`src/synth_pkg.sv`:
```
`default_nettype none

package synth_pkg;

	localparam int LEVEL_BITS = 9;                 // Level fraction is in units of 1/512
	localparam int NUM_HARMONICS = 16;             // Most partials summed per sample
	localparam int SAMPLE_INTERVAL = 1500;         // Clock cycles between DAC frames
	localparam int OUT_SHIFT = 4;                  // Totals are shifted down by this before saturation
	localparam int SINE_SHIFT = 13;                // Scales the parabola peak to the sample range
	localparam int FRAME_BITS = 32;                // Left and right samples in one SPI word
	localparam int SAMPLE_MAX = 32767;             // Symmetric clip level for partials and DAC words

	// Derived counter widths
	localparam int INDEX_BITS = $clog2(NUM_HARMONICS);
	localparam int TIMER_BITS = $clog2(SAMPLE_INTERVAL);
	localparam int STEP_BITS = $clog2(LEVEL_BITS + 1);
	localparam int FRAME_COUNT_BITS = $clog2(2 * FRAME_BITS);

	// Parameter values in force after reset
	localparam int FREQ_DEFAULT = 50;
	localparam int RATE_DEFAULT = 270;
	localparam int INITIAL_DEFAULT = 511;
	localparam int SPREAD_DEFAULT = 120;

	typedef logic [15:0] phase_t;                  // One full cycle of a partial
	typedef logic signed [15:0] sample_t;          // Partial or DAC sample
	typedef logic [LEVEL_BITS-1:0] level_t;        // Unsigned amplitude fraction
	typedef logic signed [31:0] total_t;           // Channel accumulator
	typedef logic [7:0] harmonic_t;                // Harmonic index, 0 is the fundamental

	typedef enum logic [2:0] {
		seq_idle,        // Frame launch, accumulator clear and parameter snapshot
		seq_level_step,  // Step the level and request the next harmonic
		seq_wait_part,   // Wait for the partial to come back
		seq_start_add,   // Hand the partial to a free accumulator
		seq_drain,       // Wait for both accumulators to finish
		seq_latch,       // Load the starting level and request harmonic 0
		seq_clear,       // Zero the harmonic index before a walk
		seq_wait_tick    // Hold the finished totals until the sample tick
	} seq_state_t;

endpackage

`default_nettype wire
```
`src/additive_synth_top.sv`:
```
`default_nettype none

module additive_synth_top import synth_pkg::*; (
	input wire ADC_Data_Received,
	input wire reset,
	input wire i_param_load,
	input wire phase_t i_param_freq,
	input wire level_t i_param_rate,
	input wire level_t i_param_initial,
	input wire phase_t i_param_spread,
	output logic o_dac_cs,
	output logic o_dac_clock,
	output logic o_dac_bit
);

	phase_t freq;                                 // Snapshot of the parameters for this sample
	level_t rate;
	level_t initial_level;
	phase_t spread;
	logic snapshot;
	logic request;
	harmonic_t harmonic;
	sample_t partial;
	logic partial_valid;
	logic too_high;
	logic level_restart;
	logic level_step;
	level_t level;
	logic start_left;
	logic start_right;
	logic busy_left;
	logic busy_right;
	logic acc_clear;
	total_t total_left;
	total_t total_right;
	logic dac_start;

	synth_param_regs u_synth_param_regs (
		.ADC_Data_Received(ADC_Data_Received), .reset(reset),
		.i_param_load(i_param_load), .i_param_freq(i_param_freq), .i_param_rate(i_param_rate),
		.i_param_initial(i_param_initial), .i_param_spread(i_param_spread),
		.i_snapshot(snapshot), .o_freq(freq), .o_rate(rate), .o_initial(initial_level),
		.o_spread(spread));

	harmonic_phase u_harmonic_phase (
		.ADC_Data_Received(ADC_Data_Received), .reset(reset),
		.i_request(request), .i_harmonic(harmonic), .i_freq(freq), .i_spread(spread),
		.o_partial(partial), .o_partial_valid(partial_valid), .o_too_high(too_high));

	harmonic_level u_harmonic_level (
		.ADC_Data_Received(ADC_Data_Received), .reset(reset),
		.i_restart(level_restart), .i_step(level_step), .i_initial(initial_level),
		.i_rate(rate), .o_level(level));

	harmonic_sequencer u_harmonic_sequencer (
		.ADC_Data_Received(ADC_Data_Received), .reset(reset),
		.i_partial_valid(partial_valid), .i_too_high(too_high),
		.i_busy_left(busy_left), .i_busy_right(busy_right), .o_snapshot(snapshot),
		.o_request(request), .o_harmonic(harmonic), .o_level_restart(level_restart),
		.o_level_step(level_step), .o_start_left(start_left), .o_start_right(start_right),
		.o_clear(acc_clear), .o_dac_start(dac_start));

	// Even harmonics feed the left channel and odd ones the right
	scaling_accumulator u_acc_left (
		.ADC_Data_Received(ADC_Data_Received), .reset(reset),
		.i_start(start_left), .i_clear(acc_clear), .i_partial(partial), .i_level(level),
		.o_total(total_left), .o_busy(busy_left));

	scaling_accumulator u_acc_right (
		.ADC_Data_Received(ADC_Data_Received), .reset(reset),
		.i_start(start_right), .i_clear(acc_clear), .i_partial(partial), .i_level(level),
		.o_total(total_right), .o_busy(busy_right));

	dac_serializer u_dac_serializer (
		.ADC_Data_Received(ADC_Data_Received), .reset(reset),
		.i_start(dac_start), .i_total_left(total_left), .i_total_right(total_right),
		.o_dac_cs(o_dac_cs), .o_dac_clock(o_dac_clock), .o_dac_bit(o_dac_bit));

endmodule

`default_nettype wire

```
`src/dac_serializer.sv`:
```
`default_nettype none

module dac_serializer import synth_pkg::*; (
	input wire ADC_Data_Received,
	input wire reset,
	input wire i_start,                           // Totals are taken in this cycle
	input wire total_t i_total_left,
	input wire total_t i_total_right,
	output logic o_dac_cs,                        // Low for the whole 64-cycle frame
	output logic o_dac_clock,
	output logic o_dac_bit
);

	logic [FRAME_BITS-1:0] r_shift;               // Left sample in the upper half
	logic [FRAME_COUNT_BITS-1:0] r_count;         // Even counts have the SPI clock low
	logic r_active;

	// Clip to a symmetric range so both channels swing equally
	function automatic sample_t saturate(input total_t total);
		total_t scaled;
		scaled = total >>> OUT_SHIFT;
		if (scaled > total_t'(SAMPLE_MAX))
			return sample_t'(SAMPLE_MAX);
		else if (scaled < -total_t'(SAMPLE_MAX))
			return -sample_t'(SAMPLE_MAX);
		return scaled[15:0];
	endfunction

	always_ff @(posedge ADC_Data_Received) begin
		if (reset) begin
			o_dac_cs <= 1'b1;
			o_dac_clock <= 1'b0;
			o_dac_bit <= 1'b0;
			r_count <= '0;
			r_active <= 1'b0;
		end else if (i_start) begin
			r_shift <= {saturate(i_total_left), saturate(i_total_right)};
			o_dac_bit <= saturate(i_total_left) >= 0 ? 1'b0 : 1'b1;   // Sign bit leads
			o_dac_cs <= 1'b0;
			o_dac_clock <= 1'b0;
			r_count <= '0;
			r_active <= 1'b1;
		end else if (r_active) begin
			r_count <= r_count + 1'b1;
			if (!r_count[0]) begin
				o_dac_clock <= 1'b1;                   // DAC samples the bit on this edge
			end else if (r_count == FRAME_COUNT_BITS'(2 * FRAME_BITS - 1)) begin
				o_dac_clock <= 1'b0;
				o_dac_cs <= 1'b1;
				o_dac_bit <= 1'b0;
				r_active <= 1'b0;
			end else begin
				o_dac_clock <= 1'b0;
				o_dac_bit <= r_shift[FRAME_BITS-2]; // Next bit while the clock is low
				r_shift <= r_shift << 1;
			end
		end
	end

	// Frames are 64 cycles long and the sample tick is far slower
	a_no_start_active: assert property (@(posedge ADC_Data_Received) disable iff (reset)
		i_start |-> !r_active);

endmodule

`default_nettype wire

```
`src/harmonic_sequencer.sv`:
```
`default_nettype none

module harmonic_sequencer import synth_pkg::*; (
	input wire ADC_Data_Received,
	input wire reset,
	input wire i_partial_valid,
	input wire i_too_high,                        // Valid with the partial, held after it
	input wire i_busy_left,
	input wire i_busy_right,
	output logic o_snapshot,
	output logic o_request,
	output harmonic_t o_harmonic,
	output logic o_level_restart,
	output logic o_level_step,
	output logic o_start_left,                    // Even harmonics
	output logic o_start_right,                   // Odd harmonics
	output logic o_clear,
	output logic o_dac_start
);

	seq_state_t r_state;
	logic [TIMER_BITS-1:0] r_timer;               // Free-running sample period counter
	logic w_tick;
	logic w_free;                                 // Accumulator for this harmonic is idle
	logic w_last;                                 // This harmonic ends the walk

	assign w_tick = (r_timer == TIMER_BITS'(SAMPLE_INTERVAL - 1));
	assign w_free = o_harmonic[0] ? !i_busy_right : !i_busy_left;
	assign w_last = i_too_high || (o_harmonic == harmonic_t'(NUM_HARMONICS - 1));

	// The frame launch, the clear and the snapshot share one cycle
	assign o_dac_start = (r_state == seq_idle);
	assign o_clear = (r_state == seq_idle);
	assign o_snapshot = (r_state == seq_idle);
	assign o_level_restart = (r_state == seq_latch);
	assign o_level_step = (r_state == seq_level_step);
	assign o_request = (r_state == seq_latch) || (r_state == seq_level_step);
	assign o_start_left = (r_state == seq_start_add) && !o_harmonic[0] && !i_busy_left;
	assign o_start_right = (r_state == seq_start_add) && o_harmonic[0] && !i_busy_right;

	always_ff @(posedge ADC_Data_Received) begin
		if (reset) begin
			r_timer <= '0;
			r_state <= seq_clear;                    // First walk runs on the reset snapshot
			o_harmonic <= '0;
		end else begin
			r_timer <= w_tick ? '0 : r_timer + 1'b1;
			case (r_state)
				seq_idle: r_state <= seq_clear;       // Snapshot is taken at the end of this cycle
				seq_clear: begin
					o_harmonic <= '0;
					r_state <= seq_latch;
				end
				seq_latch: r_state <= seq_wait_part;
				seq_level_step: r_state <= seq_wait_part;
				seq_wait_part: begin
					if (i_partial_valid)
						r_state <= seq_start_add;
				end
				seq_start_add: begin
					if (w_free) begin
						if (w_last) begin
							r_state <= seq_drain;        // A too-high harmonic is still summed
						end else begin
							o_harmonic <= o_harmonic + 1'b1;
							r_state <= seq_level_step;
						end
					end
				end
				seq_drain: begin
					// Busy is already up for a start issued in the previous cycle
					if (!i_busy_left && !i_busy_right)
						r_state <= seq_wait_tick;
				end
				seq_wait_tick: begin
					if (w_tick)
						r_state <= seq_idle;
				end
				default: r_state <= seq_clear;
			endcase
		end
	end

endmodule

`default_nettype wire

```
`src/scaling_accumulator.sv`:
```
`default_nettype none

module scaling_accumulator import synth_pkg::*; (
	input wire ADC_Data_Received,
	input wire reset,
	input wire i_start,                           // Take one partial and its level
	input wire i_clear,                           // Zero the total for a new sample
	input wire sample_t i_partial,
	input wire level_t i_level,
	output total_t o_total,
	output logic o_busy                           // LEVEL_BITS multiply cycles plus one add
);

	total_t r_multiplicand;                       // Partial, doubled on every step
	level_t r_multiplier;                         // Level, consumed from the LSB up
	total_t r_product;
	logic [STEP_BITS-1:0] r_step;

	always_ff @(posedge ADC_Data_Received) begin
		if (reset) begin
			o_total <= '0;
			o_busy <= 1'b0;
			r_step <= '0;
		end else begin
			if (i_clear)
				o_total <= '0;
			if (i_start) begin
				r_multiplicand <= total_t'(i_partial);   // Sign extended
				r_multiplier <= i_level;
				r_product <= '0;
				r_step <= '0;
				o_busy <= 1'b1;
			end else if (o_busy) begin
				r_step <= r_step + 1'b1;
				if (r_step < STEP_BITS'(LEVEL_BITS)) begin
					if (r_multiplier[0])
						r_product <= r_product + r_multiplicand;
					r_multiplicand <= r_multiplicand <<< 1;
					r_multiplier <= r_multiplier >> 1;
				end else begin
					// Floor division by 512 keeps the sign of the partial
					o_total <= o_total + (r_product >>> LEVEL_BITS);
					o_busy <= 1'b0;
				end
			end
		end
	end

	// The sequencer waits for this channel to be free before it starts it again
	a_no_start_busy: assert property (@(posedge ADC_Data_Received) disable iff (reset)
		i_start |-> !o_busy);

endmodule

`default_nettype wire

```
`src/harmonic_level.sv`:
```
`default_nettype none

module harmonic_level import synth_pkg::*; (
	input wire ADC_Data_Received,
	input wire reset,
	input wire i_restart,                         // Harmonic 0 of a new sample
	input wire i_step,                            // Move on to the next harmonic
	input wire level_t i_initial,
	input wire level_t i_rate,                    // Ratio between neighbouring harmonics
	output level_t o_level
);

	logic [2*LEVEL_BITS-1:0] w_product;

	// Full-width product so the shift keeps the top bits
	assign w_product = o_level * i_rate;

	always_ff @(posedge ADC_Data_Received) begin
		if (reset) begin
			o_level <= '0;
		end else if (i_restart) begin
			o_level <= i_initial;
		end else if (i_step) begin
			// A rate below 512 gives a geometric roll-off toward zero
			o_level <= w_product[2*LEVEL_BITS-1:LEVEL_BITS];
		end
	end

endmodule

`default_nettype wire

```
`src/harmonic_phase.sv`:
```
`default_nettype none

module harmonic_phase import synth_pkg::*; (
	input wire ADC_Data_Received,
	input wire reset,
	input wire i_request,                         // Pulse, one harmonic per cycle at most
	input wire harmonic_t i_harmonic,
	input wire phase_t i_freq,                    // Fundamental increment per sample
	input wire phase_t i_spread,                  // Extra increment per harmonic number
	output sample_t o_partial,
	output logic o_partial_valid,                 // Two cycles after the request
	output logic o_too_high                       // Advance reached half a cycle per sample
);

	phase_t phase_mem [NUM_HARMONICS];            // Current position of every partial
	phase_t r_phase;                              // Stage 1 holds the old phase and its advance
	phase_t r_advance;
	logic [INDEX_BITS-1:0] r_index;
	logic r_stage;
	phase_t w_advance;
	logic [14:0] w_x;
	logic [15:0] w_span;
	logic [31:0] w_product;
	logic [31:0] w_magnitude;
	sample_t w_shaped;

	always_comb begin
		// Harmonic k advances by freq*(k+1) + spread*k, wrapping at one full cycle
		w_advance = i_freq * (phase_t'(i_harmonic) + 16'd1) + i_spread * phase_t'(i_harmonic);

		// Parabola over each half cycle, x*(32768-x) peaks at 2^28
		w_x = r_phase[14:0];
		w_span = 16'd32768 - {1'b0, w_x};
		w_product = {17'd0, w_x} * {16'd0, w_span};
		w_magnitude = w_product >> SINE_SHIFT;
		if (w_magnitude > 32'(SAMPLE_MAX))
			w_magnitude = 32'(SAMPLE_MAX);           // Only the peak at x=16384 overflows
		w_shaped = r_phase[15] ? -sample_t'(w_magnitude[15:0]) : sample_t'(w_magnitude[15:0]);
	end

	always_ff @(posedge ADC_Data_Received) begin
		if (reset) begin
			for (int i = 0; i < NUM_HARMONICS; i++)
				phase_mem[i] <= '0;                    // All partials start at phase zero
			r_stage <= 1'b0;
			o_partial_valid <= 1'b0;
			o_too_high <= 1'b0;
		end else begin
			r_stage <= i_request;
			o_partial_valid <= r_stage;
			if (i_request) begin
				r_phase <= phase_mem[i_harmonic[INDEX_BITS-1:0]];
				r_advance <= w_advance;
				r_index <= i_harmonic[INDEX_BITS-1:0];
			end
			// The sequencer never asks for the same harmonic twice in a row, so no bypass
			if (r_stage) begin
				phase_mem[r_index] <= r_phase + r_advance;
				o_partial <= w_shaped;                 // Held until the next request returns
				o_too_high <= r_advance[15];
			end
		end
	end

endmodule

`default_nettype wire

```
`src/synth_param_regs.sv`:
```
`default_nettype none

module synth_param_regs import synth_pkg::*; (
	input wire ADC_Data_Received,
	input wire reset,
	input wire i_param_load,                      // One-cycle strobe for all four words
	input wire phase_t i_param_freq,
	input wire level_t i_param_rate,
	input wire level_t i_param_initial,
	input wire phase_t i_param_spread,
	input wire i_snapshot,                        // Start of a sample, from the sequencer
	output phase_t o_freq,
	output level_t o_rate,
	output level_t o_initial,
	output phase_t o_spread
);

	phase_t r_freq;                               // Live copies follow the load strobe
	level_t r_rate;
	level_t r_initial;
	phase_t r_spread;

	always_ff @(posedge ADC_Data_Received) begin
		if (reset) begin
			r_freq <= phase_t'(FREQ_DEFAULT);
			r_rate <= level_t'(RATE_DEFAULT);
			r_initial <= level_t'(INITIAL_DEFAULT);
			r_spread <= phase_t'(SPREAD_DEFAULT);
			o_freq <= phase_t'(FREQ_DEFAULT);         // Snapshot starts equal to the live set
			o_rate <= level_t'(RATE_DEFAULT);
			o_initial <= level_t'(INITIAL_DEFAULT);
			o_spread <= phase_t'(SPREAD_DEFAULT);
		end else begin
			if (i_param_load) begin
				r_freq <= i_param_freq;
				r_rate <= i_param_rate;
				r_initial <= i_param_initial;
				r_spread <= i_param_spread;
			end
			// A load in the same cycle as the snapshot lands in the next sample
			if (i_snapshot) begin
				o_freq <= r_freq;
				o_rate <= r_rate;
				o_initial <= r_initial;
				o_spread <= r_spread;
			end
		end
	end

endmodule

`default_nettype wire

```
`config.mk`:
```
export PLATFORM = sky130hd
export DESIGN_NAME = additive_synth_top
export DESIGN_NICKNAME = d
export VERILOG_FILES = /design/src/synth_pkg.sv /design/src/additive_synth_top.sv /design/src/dac_serializer.sv /design/src/harmonic_sequencer.sv /design/src/scaling_accumulator.sv /design/src/harmonic_level.sv /design/src/harmonic_phase.sv /design/src/synth_param_regs.sv
export SDC_FILE = /design/constraint.sdc
export NUM_CORES = 2
export LEC_CHECK = 0
export BUFFER_PORTS_ARGS = -buffer_cell sky130_fd_sc_hd__buf_2
export CORE_MARGIN = 2
export CORE_UTILIZATION = 50
export CTS_CLUSTER_DIAMETER = 80
export DETAILED_ROUTE_END_ITERATION = 16
export GPL_TIMING_DRIVEN = 0
export PLACE_DENSITY = 0.77
export SLEW_MARGIN = 20
export SYNTH_ARGS = -nofsm -noshare
export SYNTH_HDL_FRONTEND = slang
export SYNTH_SLANG_ARGS = --single-unit
```
`constraint.sdc`:
```
create_clock -name ADC_Data_Received -period 8.95 [get_ports ADC_Data_Received]
set_input_delay 0.895 -clock ADC_Data_Received [delete_from_list [all_inputs] [get_ports ADC_Data_Received]]
set_output_delay 0.895 -clock ADC_Data_Received [all_outputs]
set_load 0.02 [all_outputs]
```
Yosys cells after proc, flatten, opt, wreduce, memory -nomap -nowiden
Memory sizes are Yosys's and may differ from the RTL's. A register that Yosys moved wholly into a read port is not among the register bits. Index checks and enable logic that the tools add are counted.

RAM bits: 256. Bits of input ports: 53. Flip-flop bits (word level): 431. Memories kept: 1.

Add/sub/neg operators: 14. Order comparisons: 8. Equality and inequality tests: 16. Reductions and logical operators: 39. Mux-type cells: 88. Bitwise operators: 1. Multiply operators: 4.

Memory list: u_harmonic_phase.phase_mem (words 16, bits a word 16, read ports 1, clocked after memory_dff 1, wr ports 16, RTL line harmonic_phase.sv:15) `phase_t phase_mem [NUM_HARMONICS];`.

Operators with widths (number): 32-bit 2-to-1 mux (20); 16-bit 2-to-1 mux (11); 31-bit 2-to-1 mux (4); 9-bit 2-to-1 mux (8); 32-bit by 23-bit adder with 32-bit output (2); 32-bit adder (2); 28-bit by 16-bit greater-than comparator with 1-bit output, second input constant (2); 28-bit by 16-bit less-than comparator with 1-bit output, second input constant (2); 1-bit 2-to-1 mux (35); 16-bit adder (2); 15-bit by 16-bit multiplier with 31-bit output (1); 2-bit nonzero test (11); 3-bit one-hot mux with 7 select lines (1); 18-bit by 15-bit greater-than comparator with 1-bit output, second input constant (1); 9-bit by 9-bit multiplier with 18-bit output (1); 16-bit by 1-bit >= comparator with 1-bit output, second input constant (1); 16-bit by 16-bit multiplier with 16-bit output (1); 16-bit by 8-bit multiplier with 16-bit output (1); 8-bit 2-to-1 mux (2); 16-bit negation (1); 8-bit one-hot mux with 2 select lines (1); 4-bit AND reduction (4); 16-bit OR reduction (1); 16-bit by 15-bit subtractor with 16-bit output, first input constant (1); 24 further kinds (54).

Logic depth before layout (Yosys ltp)
Depth after elaboration: 11. Mapped depth: 41. Mapped depth without buffers: 38.

Hierarchy
A second synthesis with hierarchy kept.

Cells, all modules: 4989. Area total of the unflattened synthesis: 52076.2 um^2.

Modules (own cells, without submodules): harmonic_phase (area each 27940.5 um^2, cells each 2524, instances 1); scaling_accumulator (u_acc_left) (area each 7344.5 um^2, cells each 768, instances 1); scaling_accumulator (u_acc_right) (area each 7159.4 um^2, cells each 718, instances 1); synth_param_regs (area each 3654.8 um^2, cells each 325, instances 1); harmonic_level (area each 2892.8 um^2, cells each 335, instances 1); dac_serializer (area each 1961.9 um^2, cells each 182, instances 1); harmonic_sequencer (area each 1122.3 um^2, cells each 137, instances 1).

Worst setup path after synthesis
Ideal clock, no wire load.

Path type: register to register. Start: register u_harmonic_phase.r_phase[0] (read register of u_harmonic_phase.phase_mem). End: register u_harmonic_phase.o_partial[12], data pin. Clock period less this slack: 9.586 ns. Cell stages (with the launch flop): 40. Arrival: 9.326 ns. Library setup time: 0.260 ns. Data required time: 8.690 ns. Setup slack: -0.636 ns. Cell sequence: edfxtp_1 -> clkbuf_1 -> clkinv_1 -> ha_1 -> nor3b_1 -> nand2_1 -> nor2_1 -> nand2_1 -> nor3_1 -> ha_1 -> buf_1 -> nor2_1 -> fa_1 -> inv_1 -> fa_1 -> inv_1 -> fa_1 -> fa_1 -> [4 not listed] -> ha_1 -> a21o_1 -> o21ai_2 -> a21oi_2 -> a2111oi_4 -> a31oi_2 -> a41oi_2 -> a31oi_1 -> a211o_1 -> o31a_2 -> buf_2 -> nor2_1 -> ha_1 -> or3b_4 -> or4_4 -> nor3_2 -> mux2i_1 -> o21ai_1.

Longest elaborated chain between the ends: 6.

Ends and longest elaborated chain: start, declared (RTL line harmonic_phase.sv:16) `phase_t r_phase;`; 16-bit by 15-bit subtractor with 16-bit output (RTL line harmonic_phase.sv:33) `w_span = 16'd32768 - {1'b0, w_x};`; 15-bit by 16-bit multiplier with 31-bit output (*) (RTL line harmonic_phase.sv:34) `w_product = {17'd0, w_x} * {16'd0, w_span};`; 18-bit by 15-bit greater-than comparator with 1-bit output (RTL line harmonic_phase.sv:36) `if (w_magnitude > 32'(SAMPLE_MAX))`; 16-bit 2-to-1 mux (*) (RTL line harmonic_phase.sv:36); 16-bit negation (RTL line harmonic_phase.sv:38) `w_shaped = r_phase[15] ? -sample_t'(w_magnitude[15:0]) : sample_t'(w_magnitude[15:0]);`; 16-bit 2-to-1 mux (*) (RTL line harmonic_phase.sv:38); via u_harmonic_phase.w_shaped[12] (RTL line harmonic_phase.sv:25) `sample_t w_shaped;`; end signal, assigned (RTL line harmonic_phase.sv:59) `o_partial <= w_shaped;`; end, declared (RTL line harmonic_phase.sv:10) `output sample_t o_partial,`.

Mark *: on every way through the listed nets, which the timed path passes. The rest lies on a longest branch. A chain may end at the register's enable or synchronous reset.

Final worst setup path
Ends and elaborated chain as after synthesis.

==> metrics.yaml <==
max-cap-violations: 0
syn2layout_area_growth_pct: 11.3
via_per_inst: 5.71
rows: 116
grt_pass1_wl_um: 205000
crit_slowest_cell: "fa_1"
final_cell_mix: "nor2_1 (561), nand2_1 (529), edfxtp_1 (485)"
detail_route.drc_violations: 0
drt-pass1-iter-count: 5
async_reset_ff_frac: 0
wl_met1_um: 51300
ant_nets: 0
cp_data_arrival_time_ns: 9.68
ys_ff_latch: 702
post-route-util: 0.562
mappedNetlistArea_um2: 50700
status: "finished with violations"
crit_type: "reg2reg"
cts_tree: "yes"
cts_buffers: 77
floorplan.initialDensity: 0.505
violations: "setup timing"
synthCells: 4982
hold_viol: 0
ir_drop_v: 0.000591
cpMostUsedCell: "fa_1"
drive_gt1_frac: 0.0843
place_ws_ns: -1.55
total_power_mw: 17.1
synthDominantCellAreaShare: 0.287
endpoint: "u_harmonic_phase.o_partial[12]"
gp_routability_congestion: 0.924
setup_viol: 5
cts-root-buf: "clkbuf_16"
cts.sinks: 702
timing.rr.end: "u_harmonic_phase.o_partial[12]"
port_buffers: 55
die_area_um2: 104000
dr_wl_met2_um: 60800
cp-startpoint: "u_harmonic_phase.r_phase[0]"
drt_iter0_markers: 3354
synth_top_cell_by_area: "edfxtp_1"
ys_warn_count: 0
core_um2: 100000
rr_worst_depth: 36
clockBufferDepth: 3
rsz0062_at_grt: "yes"
final_nets: 5967
synth-seq-area-share: 0.373
relSlewSlack: 0.274
antenna_found_initial: 0
rr_startpoint: "u_harmonic_phase.r_phase[0]"
routed_wl_um: 127000
wl_met3_um: 10200
grt_use_total: 0.249
grt-ovfl-total: 0
htree_levels: 3
worstMarginPinSlew_ns: 1.07
synth_flop_cell: "edfxtp_1"
grt_start_max_net_pins: 24
finalCritPeriodShare: 1.04
dr_total_vias: 37749
io_pins: 56
yosys-top-cells-area: "edfxtp_1 (29%), fa_1 (15%), dfxtp_1 (8.6%)"
path_max_fanout: 10
dp_hpwl_um: 93400
fmax_mhz: 107
cpPeakStageDelay_ns: 0.57
cp-end-kind: "flip-flop"
synth-edff-count: 485
hold_class: "in2reg"
slew_viol_final: 0
synth_cell_types: 100
finalWorstSetupSlack_ns: -0.374
dr.max_layer_used: "met4"
chipWidth_um: 322
p_leak_nw: 23.7
wire_per_inst_um: 19.2
synth_area_per_cell_um2: 10.2
clk_latency_ns: 0.68
skew_ns: 0.0696
grt_pass1_vias: 38424
clkTransAtPathRegs_ns: 0.07
layout_commonest_cell: "nor2_1"
fin_crit_ns: 9.32
die_y_um: 322
powerDensity_nw_per_um2: 303
r2r_slack_ns: -0.37
setup.worst_path.start_class: "flip-flop"
crit_required_ns: 9.31
## area by class of cell
cell class                 instances  area (um2)
clock buffer                      99        2070
tap                             1357        1700
timing repair buffer             121         870
clock inverter                    39         464
inverter                         494        1880
antenna                            1        2.50
sequential                       702       18900
fill                            8291       43900
buffer                           254        1070
multi-input combinational       3545       29400
## cells by family after synthesis
logic type,count (synthesis),share of synthesized area
xor+xnor,202,0.0351
fa+ha+maj,719,0.234
buf+inv,749,0.0556
other cells,2,0.000148
mux,131,0.0458
flops,702,0.373
compound gates,691,0.0900
simple gates,1786,0.166
## worst min-delay path by stage
stage          slack, ns                               to                          startpoint  cells past startpoint
6_report            0.43  u_synth_param_regs.r_initial[1]                  i_param_initial[1]                      2
5_1_grt             0.43  u_synth_param_regs.r_initial[2]                  i_param_initial[2]                      2
4_1_cts             0.40  u_synth_param_regs.r_initial[3]                  i_param_initial[3]                      2
3_5_place_dp        0.44      u_harmonic_phase.r_index[2]  u_harmonic_sequencer.o_harmonic[2]                      0
3_3_place_gp        0.42      u_harmonic_phase.r_index[2]  u_harmonic_sequencer.o_harmonic[2]                      0
2_1_floorplan       0.41      u_harmonic_phase.r_index[2]  u_harmonic_sequencer.o_harmonic[2]                      0
## per-layer routing
layer / vias up / track usage
met5: - / 0
met4: 0 / 0.0949
met3: 329 / 0.0403
met2: 1592 / 0.410
met1: 18662 / 0.330
li1: 17166 / -
## stage by stage
stage	instance area, um2	hold slack, ns	TNS [ns]	cells
2_1_floorplan	50800	0.406	0	4996
3_3_place_gp	52800	0.424	-143.82	6408
3_5_place_dp	53000	0.439	-9.25	6421
4_1_cts	56200	0.404	-1.51	6600
5_1_grt	56400	0.426	-2.68	6611
6_report	56400	0.426	-1.43	6612
## critical path, delay by kind of cell (launching register included)
family | cells | cell delay [ns]
fa+ha+maj | 10 | 3.99
compound gates | 5 | 1.06
simple gates | 11 | 2.22
mux | 1 | 0.24
flops | 1 | 0.46
buf+inv | 9 | 1.02
## Yosys cell counts, drive strengths merged (24+ instances only)
library cell,instances
a211o,30
a21o,100
a21oi,210
a22oi,51
and2,129
buf,35
clkbuf,220
dfxtp,217
edfxtp,485
fa,382
ha,337
inv,491
mux2i,46
mux4,80
nand2,537
nand2b,147
nand3,46
nand3b,31
nand4,27
nor2,569
nor2b,135
nor3,61
nor4,24
o21a,28
o21ai,133
xnor2,135
xor2,67
## power by group
part	switching (mW)	leakage [nW]	internal (mW)
combinational	5.83	16.0	4.23
clock	1.41	1.23	1.78
sequential	0.120	6.48	3.75
## sequential cells by signal, indices dropped and copies added, names as in the netlist, 31 cells and up
register / flops
u_acc_left.o_total: 32
u_acc_right.o_total: 32
u_acc_left.r_multiplicand: 32
u_harmonic_phase.phase_mem: 256
u_acc_left.r_product: 32
u_acc_right.r_multiplicand: 32
u_acc_right.r_product: 32
u_dac_serializer.r_shift: 31
## repair_timing
action                                  CTS  global route
hold buffers                              0             0
pin swaps                                46            37
endpoints found under the setup margin   16             6
resized for setup                        78            29
buffers inserted                         41            11
Power figures use the tool's default switching activity.
